<file path="src/hw/remote_pkg.sv">
// Shared widths and FSM state types for the remote command link RTL, referenced by scoped name.
package remote_pkg;

  //////////////////////////////////////////////////
  // Data widths
  //////////////////////////////////////////////////
  localparam int BYTE_W = 8;   // One serial data byte.
  localparam int CMD_W  = 16;  // Host command word, sent as two bytes.

  //////////////////////////////////////////////////
  // Command splitter states
  //////////////////////////////////////////////////
  // High byte goes out on the accept cycle, so only the low byte needs a state.
  typedef enum logic {
    SPLIT_IDLE,  // Waiting for snd_cmd.
    LOW_BYTE     // Pushing the latched low byte.
  } split_state_t;

  //////////////////////////////////////////////////
  // Serial engine phases
  //////////////////////////////////////////////////
  // Shared by the transmitter and the receiver.
  typedef enum logic [1:0] {
    IDLE,   // Line idle, high.
    START,  // Start bit.
    DATA,   // Eight data bits, LSB first.
    STOP    // Stop bit.
  } uart_state_t;

endpackage

</file>
<file path="src/hw/cmd_splitter.sv">
// Command producer: splits each accepted 16-bit command into two FIFO pushes and owns cmd_snt.
module cmd_splitter #(
  parameter int FIFO_DEPTH = 4  // Entries in the byte FIFO.
) (
  input  logic                            clk,         // System clock.
  input  logic                            rst_n,       // Async active low reset.
  input  logic                            snd_cmd,     // One-cycle send strobe.
  input  logic [remote_pkg::CMD_W-1:0]    cmd,         // Command word, valid with snd_cmd.
  input  logic [$clog2(FIFO_DEPTH+1)-1:0] free_cnt,    // Free FIFO entries.
  input  logic                            frame_done,  // Last byte of a command left the wire.
  output logic                            cmd_rdy,     // Splitter can take a command.
  output logic                            cmd_snt,     // Previous command fully sent.
  output logic                            push,        // Write strobe into the FIFO.
  output logic [remote_pkg::BYTE_W-1:0]   push_data,   // Byte to queue.
  output logic                            push_last    // End-of-command tag.
);

  localparam int FREE_W = $clog2(FIFO_DEPTH + 1);

  remote_pkg::split_state_t      state;     // Current splitter state.
  logic                          accept;    // Command taken this cycle.
  logic [remote_pkg::BYTE_W-1:0] low_byte;  // Low byte held for the second push.

  //////////////////////////////////////////////////
  // Handshake and push steering
  //////////////////////////////////////////////////
  // Both bytes must fit, so ask for two free entries.
  assign cmd_rdy = (state == remote_pkg::SPLIT_IDLE) && (free_cnt >= FREE_W'(2));
  assign accept  = snd_cmd && cmd_rdy;  // Strobes while not ready are dropped.

  assign push      = accept || (state == remote_pkg::LOW_BYTE);  // High byte, then low byte.
  assign push_last = (state == remote_pkg::LOW_BYTE);            // Only the low byte ends it.
  assign push_data = (state == remote_pkg::LOW_BYTE) ?
                     low_byte : cmd[remote_pkg::CMD_W-1:remote_pkg::BYTE_W];

  //////////////////////////////////////////////////
  // State register and cmd_snt flag
  //////////////////////////////////////////////////
  always_ff @(posedge clk or negedge rst_n) begin
    if (!rst_n) begin
      state   <= remote_pkg::SPLIT_IDLE;  // Ready after reset.
      cmd_snt <= 1'b0;                    // Nothing sent yet.
    end else begin
      case (state)
        remote_pkg::SPLIT_IDLE: if (accept) state <= remote_pkg::LOW_BYTE;
        default:                state <= remote_pkg::SPLIT_IDLE;  // Low byte pushed now.
      endcase
      if (accept) begin
        cmd_snt <= 1'b0;  // New command in flight.
      end else if (frame_done) begin
        cmd_snt <= 1'b1;  // Holds until the next accept.
      end
    end
  end

  // Low byte is payload only, captured on accept.
  always_ff @(posedge clk) begin
    if (accept) begin
      low_byte <= cmd[remote_pkg::BYTE_W-1:0];
    end
  end

endmodule

</file>
<file path="src/hw/byte_fifo.sv">
// Circular byte queue between splitter and transmitter; each entry carries an end-of-command tag.
module byte_fifo #(
  parameter int FIFO_DEPTH = 4  // Power of two, at least 2.
) (
  input  logic                            clk,        // System clock.
  input  logic                            rst_n,      // Async active low reset.
  input  logic                            push,       // Write strobe.
  input  logic [remote_pkg::BYTE_W-1:0]   push_data,  // Byte to write.
  input  logic                            push_last,  // Tag of the byte to write.
  input  logic                            pop,        // Take the head entry.
  output logic                            empty,      // No entries held.
  output logic [$clog2(FIFO_DEPTH+1)-1:0] free_cnt,   // Entries still free.
  output logic [remote_pkg::BYTE_W-1:0]   pop_data,   // Head byte.
  output logic                            pop_last    // Head tag.
);

  localparam int PTR_W = $clog2(FIFO_DEPTH);
  localparam int CNT_W = $clog2(FIFO_DEPTH + 1);

  logic [remote_pkg::BYTE_W:0] mem [FIFO_DEPTH];  // Tag in the top bit.
  logic [PTR_W-1:0]            wr_ptr;            // Next slot to write.
  logic [PTR_W-1:0]            rd_ptr;            // Head slot.
  logic [CNT_W-1:0]            count;             // Occupancy.
  logic                        do_push;           // Qualified write.
  logic                        do_pop;            // Qualified read.

  assign do_push = push && (count != CNT_W'(FIFO_DEPTH));  // Never overwrite the head.
  assign do_pop  = pop && !empty;

  assign empty    = (count == '0);
  assign free_cnt = CNT_W'(FIFO_DEPTH) - count;
  assign pop_data = mem[rd_ptr][remote_pkg::BYTE_W-1:0];
  assign pop_last = mem[rd_ptr][remote_pkg::BYTE_W];

  // Pointers wrap naturally since depth is a power of two.
  always_ff @(posedge clk or negedge rst_n) begin
    if (!rst_n) begin
      wr_ptr <= '0;
      rd_ptr <= '0;
      count  <= '0;
    end else begin
      if (do_push) wr_ptr <= wr_ptr + 1'b1;
      if (do_pop)  rd_ptr <= rd_ptr + 1'b1;
      case ({do_push, do_pop})
        2'b10:   count <= count + 1'b1;
        2'b01:   count <= count - 1'b1;
        default: count <= count;  // Both or neither.
      endcase
    end
  end

  always_ff @(posedge clk) begin
    if (do_push) begin
      mem[wr_ptr] <= {push_last, push_data};
    end
  end

endmodule

</file>
<file path="src/hw/uart_tx.sv">
// 8N1 serializer: pops FIFO entries while idle and flags the end of each tagged command byte.
module uart_tx #(
  parameter int BAUD_DIV = 8  // Clock cycles per bit, 4 or more.
) (
  input  logic                          clk,         // System clock.
  input  logic                          rst_n,       // Async active low reset.
  input  logic                          empty,       // FIFO has nothing to send.
  input  logic [remote_pkg::BYTE_W-1:0] pop_data,    // Head byte.
  input  logic                          pop_last,    // Head is last byte of a command.
  output logic                          pop,         // Take the head entry.
  output logic                          tx,          // Serial line out.
  output logic                          frame_done   // Tagged frame just finished.
);

  localparam int CNT_W = $clog2(BAUD_DIV);
  localparam int IDX_W = $clog2(remote_pkg::BYTE_W);

  remote_pkg::uart_state_t       state;      // Frame phase.
  logic [CNT_W-1:0]              baud_cnt;   // Cycle within the bit.
  logic [IDX_W-1:0]              bit_idx;    // Data bit on the line.
  logic [remote_pkg::BYTE_W-1:0] shift_reg;  // Bits still to send.
  logic                          last_q;     // Tag for the frame in flight.
  logic                          baud_end;   // Final cycle of a bit.

  assign baud_end   = (baud_cnt == CNT_W'(BAUD_DIV - 1));
  assign pop        = (state == remote_pkg::IDLE) && !empty;
  assign frame_done = (state == remote_pkg::STOP) && baud_end && last_q;

  //////////////////////////////////////////////////
  // Frame sequencer
  //////////////////////////////////////////////////
  always_ff @(posedge clk or negedge rst_n) begin
    if (!rst_n) begin
      state    <= remote_pkg::IDLE;
      baud_cnt <= '0;
      bit_idx  <= '0;
      tx       <= 1'b1;  // Idle line.
      last_q   <= 1'b0;
    end else begin
      if (state == remote_pkg::IDLE) baud_cnt <= '0;
      else                           baud_cnt <= baud_end ? '0 : baud_cnt + 1'b1;
      case (state)
        remote_pkg::IDLE: if (pop) begin
          state  <= remote_pkg::START;
          tx     <= 1'b0;      // Start bit from the next edge.
          last_q <= pop_last;
        end
        remote_pkg::START: if (baud_end) begin
          state   <= remote_pkg::DATA;
          tx      <= shift_reg[0];  // LSB first.
          bit_idx <= '0;
        end
        remote_pkg::DATA: if (baud_end) begin
          if (bit_idx == IDX_W'(remote_pkg::BYTE_W - 1)) begin
            state <= remote_pkg::STOP;
            tx    <= 1'b1;  // Stop bit.
          end else begin
            tx      <= shift_reg[0];
            bit_idx <= bit_idx + 1'b1;
          end
        end
        default: if (baud_end) state <= remote_pkg::IDLE;  // Line stays high.
      endcase
    end
  end

  // Shift register is payload; loaded on pop, shifted as each bit goes out.
  always_ff @(posedge clk) begin
    if (pop) begin
      shift_reg <= pop_data;
    end else if (baud_end && (state == remote_pkg::START || state == remote_pkg::DATA)) begin
      shift_reg <= shift_reg >> 1;
    end
  end

endmodule

</file>
<file path="src/hw/uart_rx.sv">
// 8N1 deserializer for the response line: mid-bit sampling, holds the last byte with a ready flag.
module uart_rx #(
  parameter int BAUD_DIV = 8  // Clock cycles per bit, 4 or more.
) (
  input  logic                          clk,       // System clock.
  input  logic                          rst_n,     // Async active low reset.
  input  logic                          rx,        // Serial line in, asynchronous.
  output logic [remote_pkg::BYTE_W-1:0] resp,      // Last received byte.
  output logic                          resp_rdy   // resp holds a fresh byte.
);

  localparam int CNT_W = $clog2(BAUD_DIV);
  localparam int IDX_W = $clog2(remote_pkg::BYTE_W);

  remote_pkg::uart_state_t       state;      // Frame phase.
  logic                          rx_ff1;     // First sync stage.
  logic                          rx_s;       // Synchronized line.
  logic [CNT_W-1:0]              baud_cnt;   // Cycle within the bit.
  logic [IDX_W-1:0]              bit_idx;    // Data bit being sampled.
  logic [remote_pkg::BYTE_W-1:0] shift_reg;  // Bits gathered so far.
  logic                          baud_end;   // Mid-bit sample point.
  logic                          half_end;   // Middle of the start bit.
  logic                          restart;    // Counter wraps this cycle.

  assign baud_end = (baud_cnt == CNT_W'(BAUD_DIV - 1));
  assign half_end = (baud_cnt == CNT_W'(BAUD_DIV / 2 - 1));
  assign restart  = (state == remote_pkg::START) ? half_end : baud_end;

  //////////////////////////////////////////////////
  // Synchronizer and frame sequencer
  //////////////////////////////////////////////////
  always_ff @(posedge clk or negedge rst_n) begin
    if (!rst_n) begin
      rx_ff1   <= 1'b1;  // Line idles high.
      rx_s     <= 1'b1;
      state    <= remote_pkg::IDLE;
      baud_cnt <= '0;
      bit_idx  <= '0;
      resp     <= '0;
      resp_rdy <= 1'b0;
    end else begin
      rx_ff1 <= rx;
      rx_s   <= rx_ff1;
      if (state == remote_pkg::IDLE) baud_cnt <= '0;
      else                           baud_cnt <= restart ? '0 : baud_cnt + 1'b1;
      case (state)
        remote_pkg::IDLE: if (!rx_s) begin
          state    <= remote_pkg::START;  // Falling edge seen.
          resp_rdy <= 1'b0;               // Previous byte goes stale.
        end
        remote_pkg::START: if (half_end) begin
          state   <= rx_s ? remote_pkg::IDLE : remote_pkg::DATA;  // Glitch rejects.
          bit_idx <= '0;
        end
        remote_pkg::DATA: if (baud_end) begin
          bit_idx <= bit_idx + 1'b1;
          if (bit_idx == IDX_W'(remote_pkg::BYTE_W - 1)) state <= remote_pkg::STOP;
        end
        default: if (baud_end) begin
          resp     <= shift_reg;  // Middle of stop bit.
          resp_rdy <= 1'b1;
          state    <= remote_pkg::IDLE;
        end
      endcase
    end
  end

  // LSB arrives first, so shift in from the top.
  always_ff @(posedge clk) begin
    if (state == remote_pkg::DATA && baud_end) begin
      shift_reg <= {rx_s, shift_reg[remote_pkg::BYTE_W-1:1]};
    end
  end

endmodule

</file>
<file path="src/hw/remote_comm.sv">
// Top of the remote command link; connects splitter, FIFO, UART TX and RX and sets the parameters.
module remote_comm #(
  parameter int BAUD_DIV   = 8,  // Clock cycles per serial bit.
  parameter int FIFO_DEPTH = 4   // Byte entries in the queue.
) (
  input  logic                          clk,       // System clock.
  input  logic                          rst_n,     // Async active low reset.
  input  logic                          snd_cmd,   // One-cycle send strobe.
  input  logic [remote_pkg::CMD_W-1:0]  cmd,       // Command word.
  output logic                          cmd_rdy,   // Command can be taken.
  output logic                          cmd_snt,   // Last command fully on the wire.
  input  logic                          rx,        // Response line in.
  output logic                          tx,        // Command line out.
  output logic [remote_pkg::BYTE_W-1:0] resp,      // Received response byte.
  output logic                          resp_rdy   // Response valid.
);

  //////////////////////////////////////////////////
  // Internal links
  //////////////////////////////////////////////////
  logic                            push;        // Splitter to FIFO.
  logic [remote_pkg::BYTE_W-1:0]   push_data;
  logic                            push_last;
  logic [$clog2(FIFO_DEPTH+1)-1:0] free_cnt;    // FIFO space back to splitter.
  logic                            empty;       // FIFO to transmitter.
  logic [remote_pkg::BYTE_W-1:0]   pop_data;
  logic                            pop_last;
  logic                            pop;         // Transmitter takes head.
  logic                            frame_done;  // Tagged frame finished.

  cmd_splitter #(.FIFO_DEPTH(FIFO_DEPTH)) u_splitter (
    .clk, .rst_n, .snd_cmd, .cmd, .free_cnt, .frame_done,
    .cmd_rdy, .cmd_snt, .push, .push_data, .push_last
  );

  byte_fifo #(.FIFO_DEPTH(FIFO_DEPTH)) u_fifo (
    .clk, .rst_n, .push, .push_data, .push_last, .pop,
    .empty, .free_cnt, .pop_data, .pop_last
  );

  uart_tx #(.BAUD_DIV(BAUD_DIV)) u_tx (
    .clk, .rst_n, .empty, .pop_data, .pop_last,
    .pop, .tx, .frame_done
  );

  uart_rx #(.BAUD_DIV(BAUD_DIV)) u_rx (
    .clk, .rst_n, .rx, .resp, .resp_rdy
  );

endmodule

</file>
<file path="config.mk">
export PLATFORM = sky130hd
export DESIGN_NAME = remote_comm
export DESIGN_NICKNAME = d
export VERILOG_FILES = /design/src/hw/remote_pkg.sv /design/src/hw/cmd_splitter.sv /design/src/hw/byte_fifo.sv /design/src/hw/uart_tx.sv /design/src/hw/uart_rx.sv /design/src/hw/remote_comm.sv
export SDC_FILE = /design/constraint.sdc
export NUM_CORES = 1
export LEC_CHECK = 0
export BUFFER_PORTS_ARGS = -buffer_cell sky130_fd_sc_hd__buf_2
export CAP_MARGIN = 20
export CORE_MARGIN = 1
export CORE_UTILIZATION = 61
export DETAILED_ROUTE_END_ITERATION = 8
export PLACE_DENSITY = 0.86
export SLEW_MARGIN = 10
export SYNTH_ARGS = -nofsm -noshare
export SYNTH_HDL_FRONTEND = slang
export SYNTH_SLANG_ARGS = --single-unit
</file>
<file path="constraint.sdc">
create_clock -name clk -period 3.6 [get_ports clk]
set_input_delay 0.18 -clock clk [delete_from_list [all_inputs] [get_ports clk]]
set_output_delay 0.18 -clock clk [all_outputs]
set_load 0.01 [all_outputs]
</file>
==> metrics.md <==
| Metric | Value |
|---|---|
| H-tree depth | `3` |
| Worst-margin pin slew | `0.963 ns` |
| DRT iter0 DRCs | `145` |
| Critical Path AT | `2.86 ns` |
| Row count | `30` |
| Num CTS Buffers | `9` |
| CTS Root Cell | `clkbuf_8` |
| Synth-to-Final Area Change | `12.4%` |
| Top achievable clock speed | `390 MHz` |
| Final setup fails | `0` |
| Largest register FFs | `36` |
| Worst Clk Skew | `0.00919 ns` |
| Routed Antenna Nets | `0` |
| Via count | `2355` |
| Global-route wire length before repair | `11700 µm` |
| Vias in the first global route | `2433` |
| Hold Crit Class | `in -> reg` |
| Worst EP required | `3.89 ns` |
| Setup TNS | `0 ns` |
| Crit-path slowest cell | `fa_1` |
| Max cap viols | `0` |
| GR Overflow Total | `0` |
| Status | `finished, final reports clean` |
| Reg-to-Reg Start | `u_fifo.count[0]` |
| I/O pins | `32` |
| Hold Fails Final Rpt | `0` |
| Most frequent CP cell | `ha_1` |
| Warnings from Yosys | `0` |
| Setup CP Type | `reg -> reg` |
| Worst setup margin | `1.03 ns` |
| Die area | `7340 µm²` |
| DR DRC count | `0` |
| Die height | `85.6 µm` |
| Synthesized area | `4270 µm²` |
| Overall routed net length | `6950 µm` |
| Chip width | `85.6 µm` |
| Fraction of layout cells with a size suffix above 1 | `22.8%` |
| Leakage | `0.00202 µW` |
| Clock buffer depth | `2` |
| Post-Synthesis Cells | `286` |
| Clock Sinks | `98` |
| Fin. max-slew vios | `0` |
| Commonest non-fill, non-tap cell in the layout | `edfxtp_1` |
| Global Route Usage Sum | `21.8%` |
| Non-filler instance count after layout | `433` |
| Fraction of registers with async set/reset | `38.8%` |
| Largest net degree at the start of global routing | `39` |
| DRT Pass-1 Iters | `4` |
| Most flops, register | `u_fifo.mem` |
| Crit path cell chain | `inv_1 -> ha_1 -> ha_1 -> nand2b_1 -> inv_2 -> ha_1 -> inv_1 -> fa_1 -> xor2_1 -> nor2_1 -> xnor2_1` |
| Number of synthesized flops with an enable pin | `60` |
| CP Max Fanout | `11` |
| Worst-case reg-to-reg path depth | `11` |
| Antenna violations before repair | `0` |
| Synth cell types | `46` |
| RD Place Congestion | `0.761` |
| Clock latency on the worst-skew pair | `0.37 ns` |
| Core area | `6790 µm²` |
| Clock slew at reported path FFs | `0.10 ns` |
| Max_slew headroom | `35.8%` |
| Seq/Total Area, Yosys | `64.6%` |
| Worst hold margin | `0.0907 ns` |
| Syn nets | `333` |
| CP Capture Type | `flip-flop` |
| Beginning of the critical path | `u_fifo.count[0]` |
| Initial Utilization | `62.8%` |
| CP peak stage delay | `0.40 ns` |
| CP startpoint kind | `flip-flop` |
| Peak supply drop | `0.578 mV` |
| Seq cells post-synth | `98` |
| RSZ-0062 raised after global routing | `no` |
| Dominant synthesized flop cell | `edfxtp_1` |
| CTS tree | `yes` |
| Port Buf Inserts | `31` |
| Most frequent cells in the layout | `60 x edfxtp_1, 35 x dfrtp_1, 31 x buf_2` |
| HPWL Detailed | `4700 µm` |
| Via density | `5.44` |
| Dpl cells | `407` |
| CP endpoint | `u_fifo.count[2]` |
| WL per Instance | `16.1 µm` |
| N_diodes | `0` |
| Worst R2R Setup Slack | `1.03 ns` |
| Final Cycle Share | `71.3%` |
| Pre-CTS setup slack | `1.05 ns` |
| Period minus WS final | `2.57 ns` |
| Power density cells | `819 nW/µm²` |
| Mean Syn Cell Area | `14.9 µm²` |
| Fin nets | `379` |
| FF-to-FF End | `u_fifo.count[2]` |
| Setup bufs post-CTS | `0` |
-- worst max-delay path, delay by kind of cell, from the launching register on --
kind	cells	cell delay [ns]
AND/OR/NAND/NOR	2	0.41
XOR/XNOR	2	0.29
flip-flops	1	0.39
buffers and inverters	3	0.34
adder cells (fa/ha/maj)	4	1.04
-- synth_stat cells (all sizes together), types with 2 or more instances --
library cell / count / share of area [%]
a21oi: 2 / 0.23
a22o: 6 / 1.2
and2: 6 / 0.88
buf: 6 / 0.97
dfrtp: 35 / 21
dfstp: 3 / 1.8
edfxtp: 60 / 42
ha: 26 / 7.6
inv: 17 / 1.5
mux2: 18 / 4.8
mux2i: 18 / 4.2
nand2: 22 / 2.1
nand2b: 6 / 0.88
nor2: 8 / 0.70
nor2b: 5 / 0.73
nor3: 4 / 0.73
nor3b: 3 / 0.53
o21ai: 7 / 0.82
o221ai: 8 / 1.6
o22ai: 3 / 0.44
xnor2: 4 / 0.82
-- stage by stage --
stage | util [%] | instance area [µm²] | total power [µW]
after floorplan | - | 4270 | 2880
after global placement | 66.3 | 4510 | 3170
after detailed placement | 66.3 | 4510 | 3260
after CTS | 70.6 | 4800 | 3960
after global routing | 70.6 | 4800 | 4190
final | 70.6 | 4800 | 3930
-- power by group --
group	total (µW)	leakage (µW)	internal (µW)	switching, µW
registers	1900	0.00102	1660	234
clock network	687	0.0000958	270	416
logic	1340	0.000899	613	732
-- worst min-delay path by stage --
stage	from	end	slack [ns]	cells past startpoint
final	snd_cmd	u_splitter.push_last	0.09	2
after global routing	snd_cmd	u_splitter.push_last	0.08	2
after CTS	snd_cmd	u_splitter.push_last	0.08	2
after detailed placement	rx	u_rx.rx_ff1	0.29	1
after global placement	rx	u_rx.rx_ff1	0.29	1
after floorplan	rst_n	u_fifo.count[0]	-0.12	0
-- logic make-up after synthesis --
family,synth area share (%)
AO/OA/AOI/OAI,6.77
AND/OR/NAND/NOR,7.39
buffers and inverters,2.55
flip-flops,64.6
XOR/XNOR,1.03
adder cells (fa/ha/maj),8.09
multiplexers,9.59
-- final cells by class --
type                    count  area [µm²]
fillers                   444        2000
clock inverters             7        67.6
well taps                  96         120
flip-flops and latches     98        2760
repair buffers             42         263
inverters                  17        63.8
clock buffers               9         124
multi-input cells         164        1400
-- layer usage --
metal / wire length, µm / global-route usage, %
met5: 0 / 0
met4: 99 / 8.79
met3: 285 / 6.16
met2: 3480 / 35.1
met1: 3090 / 28.3
-- what timing repair did --
| item | 4_1_cts | 5_1_grt |
|---|---|---|
| setup endpoints to repair | 0 | 0 |
| gates resized for setup | 0 | 0 |
| hold buffers | 10 | 0 |
| endpoints found under the hold margin | 44 | 0 |
No activity file was read; power rests on OpenSTA's default activity.
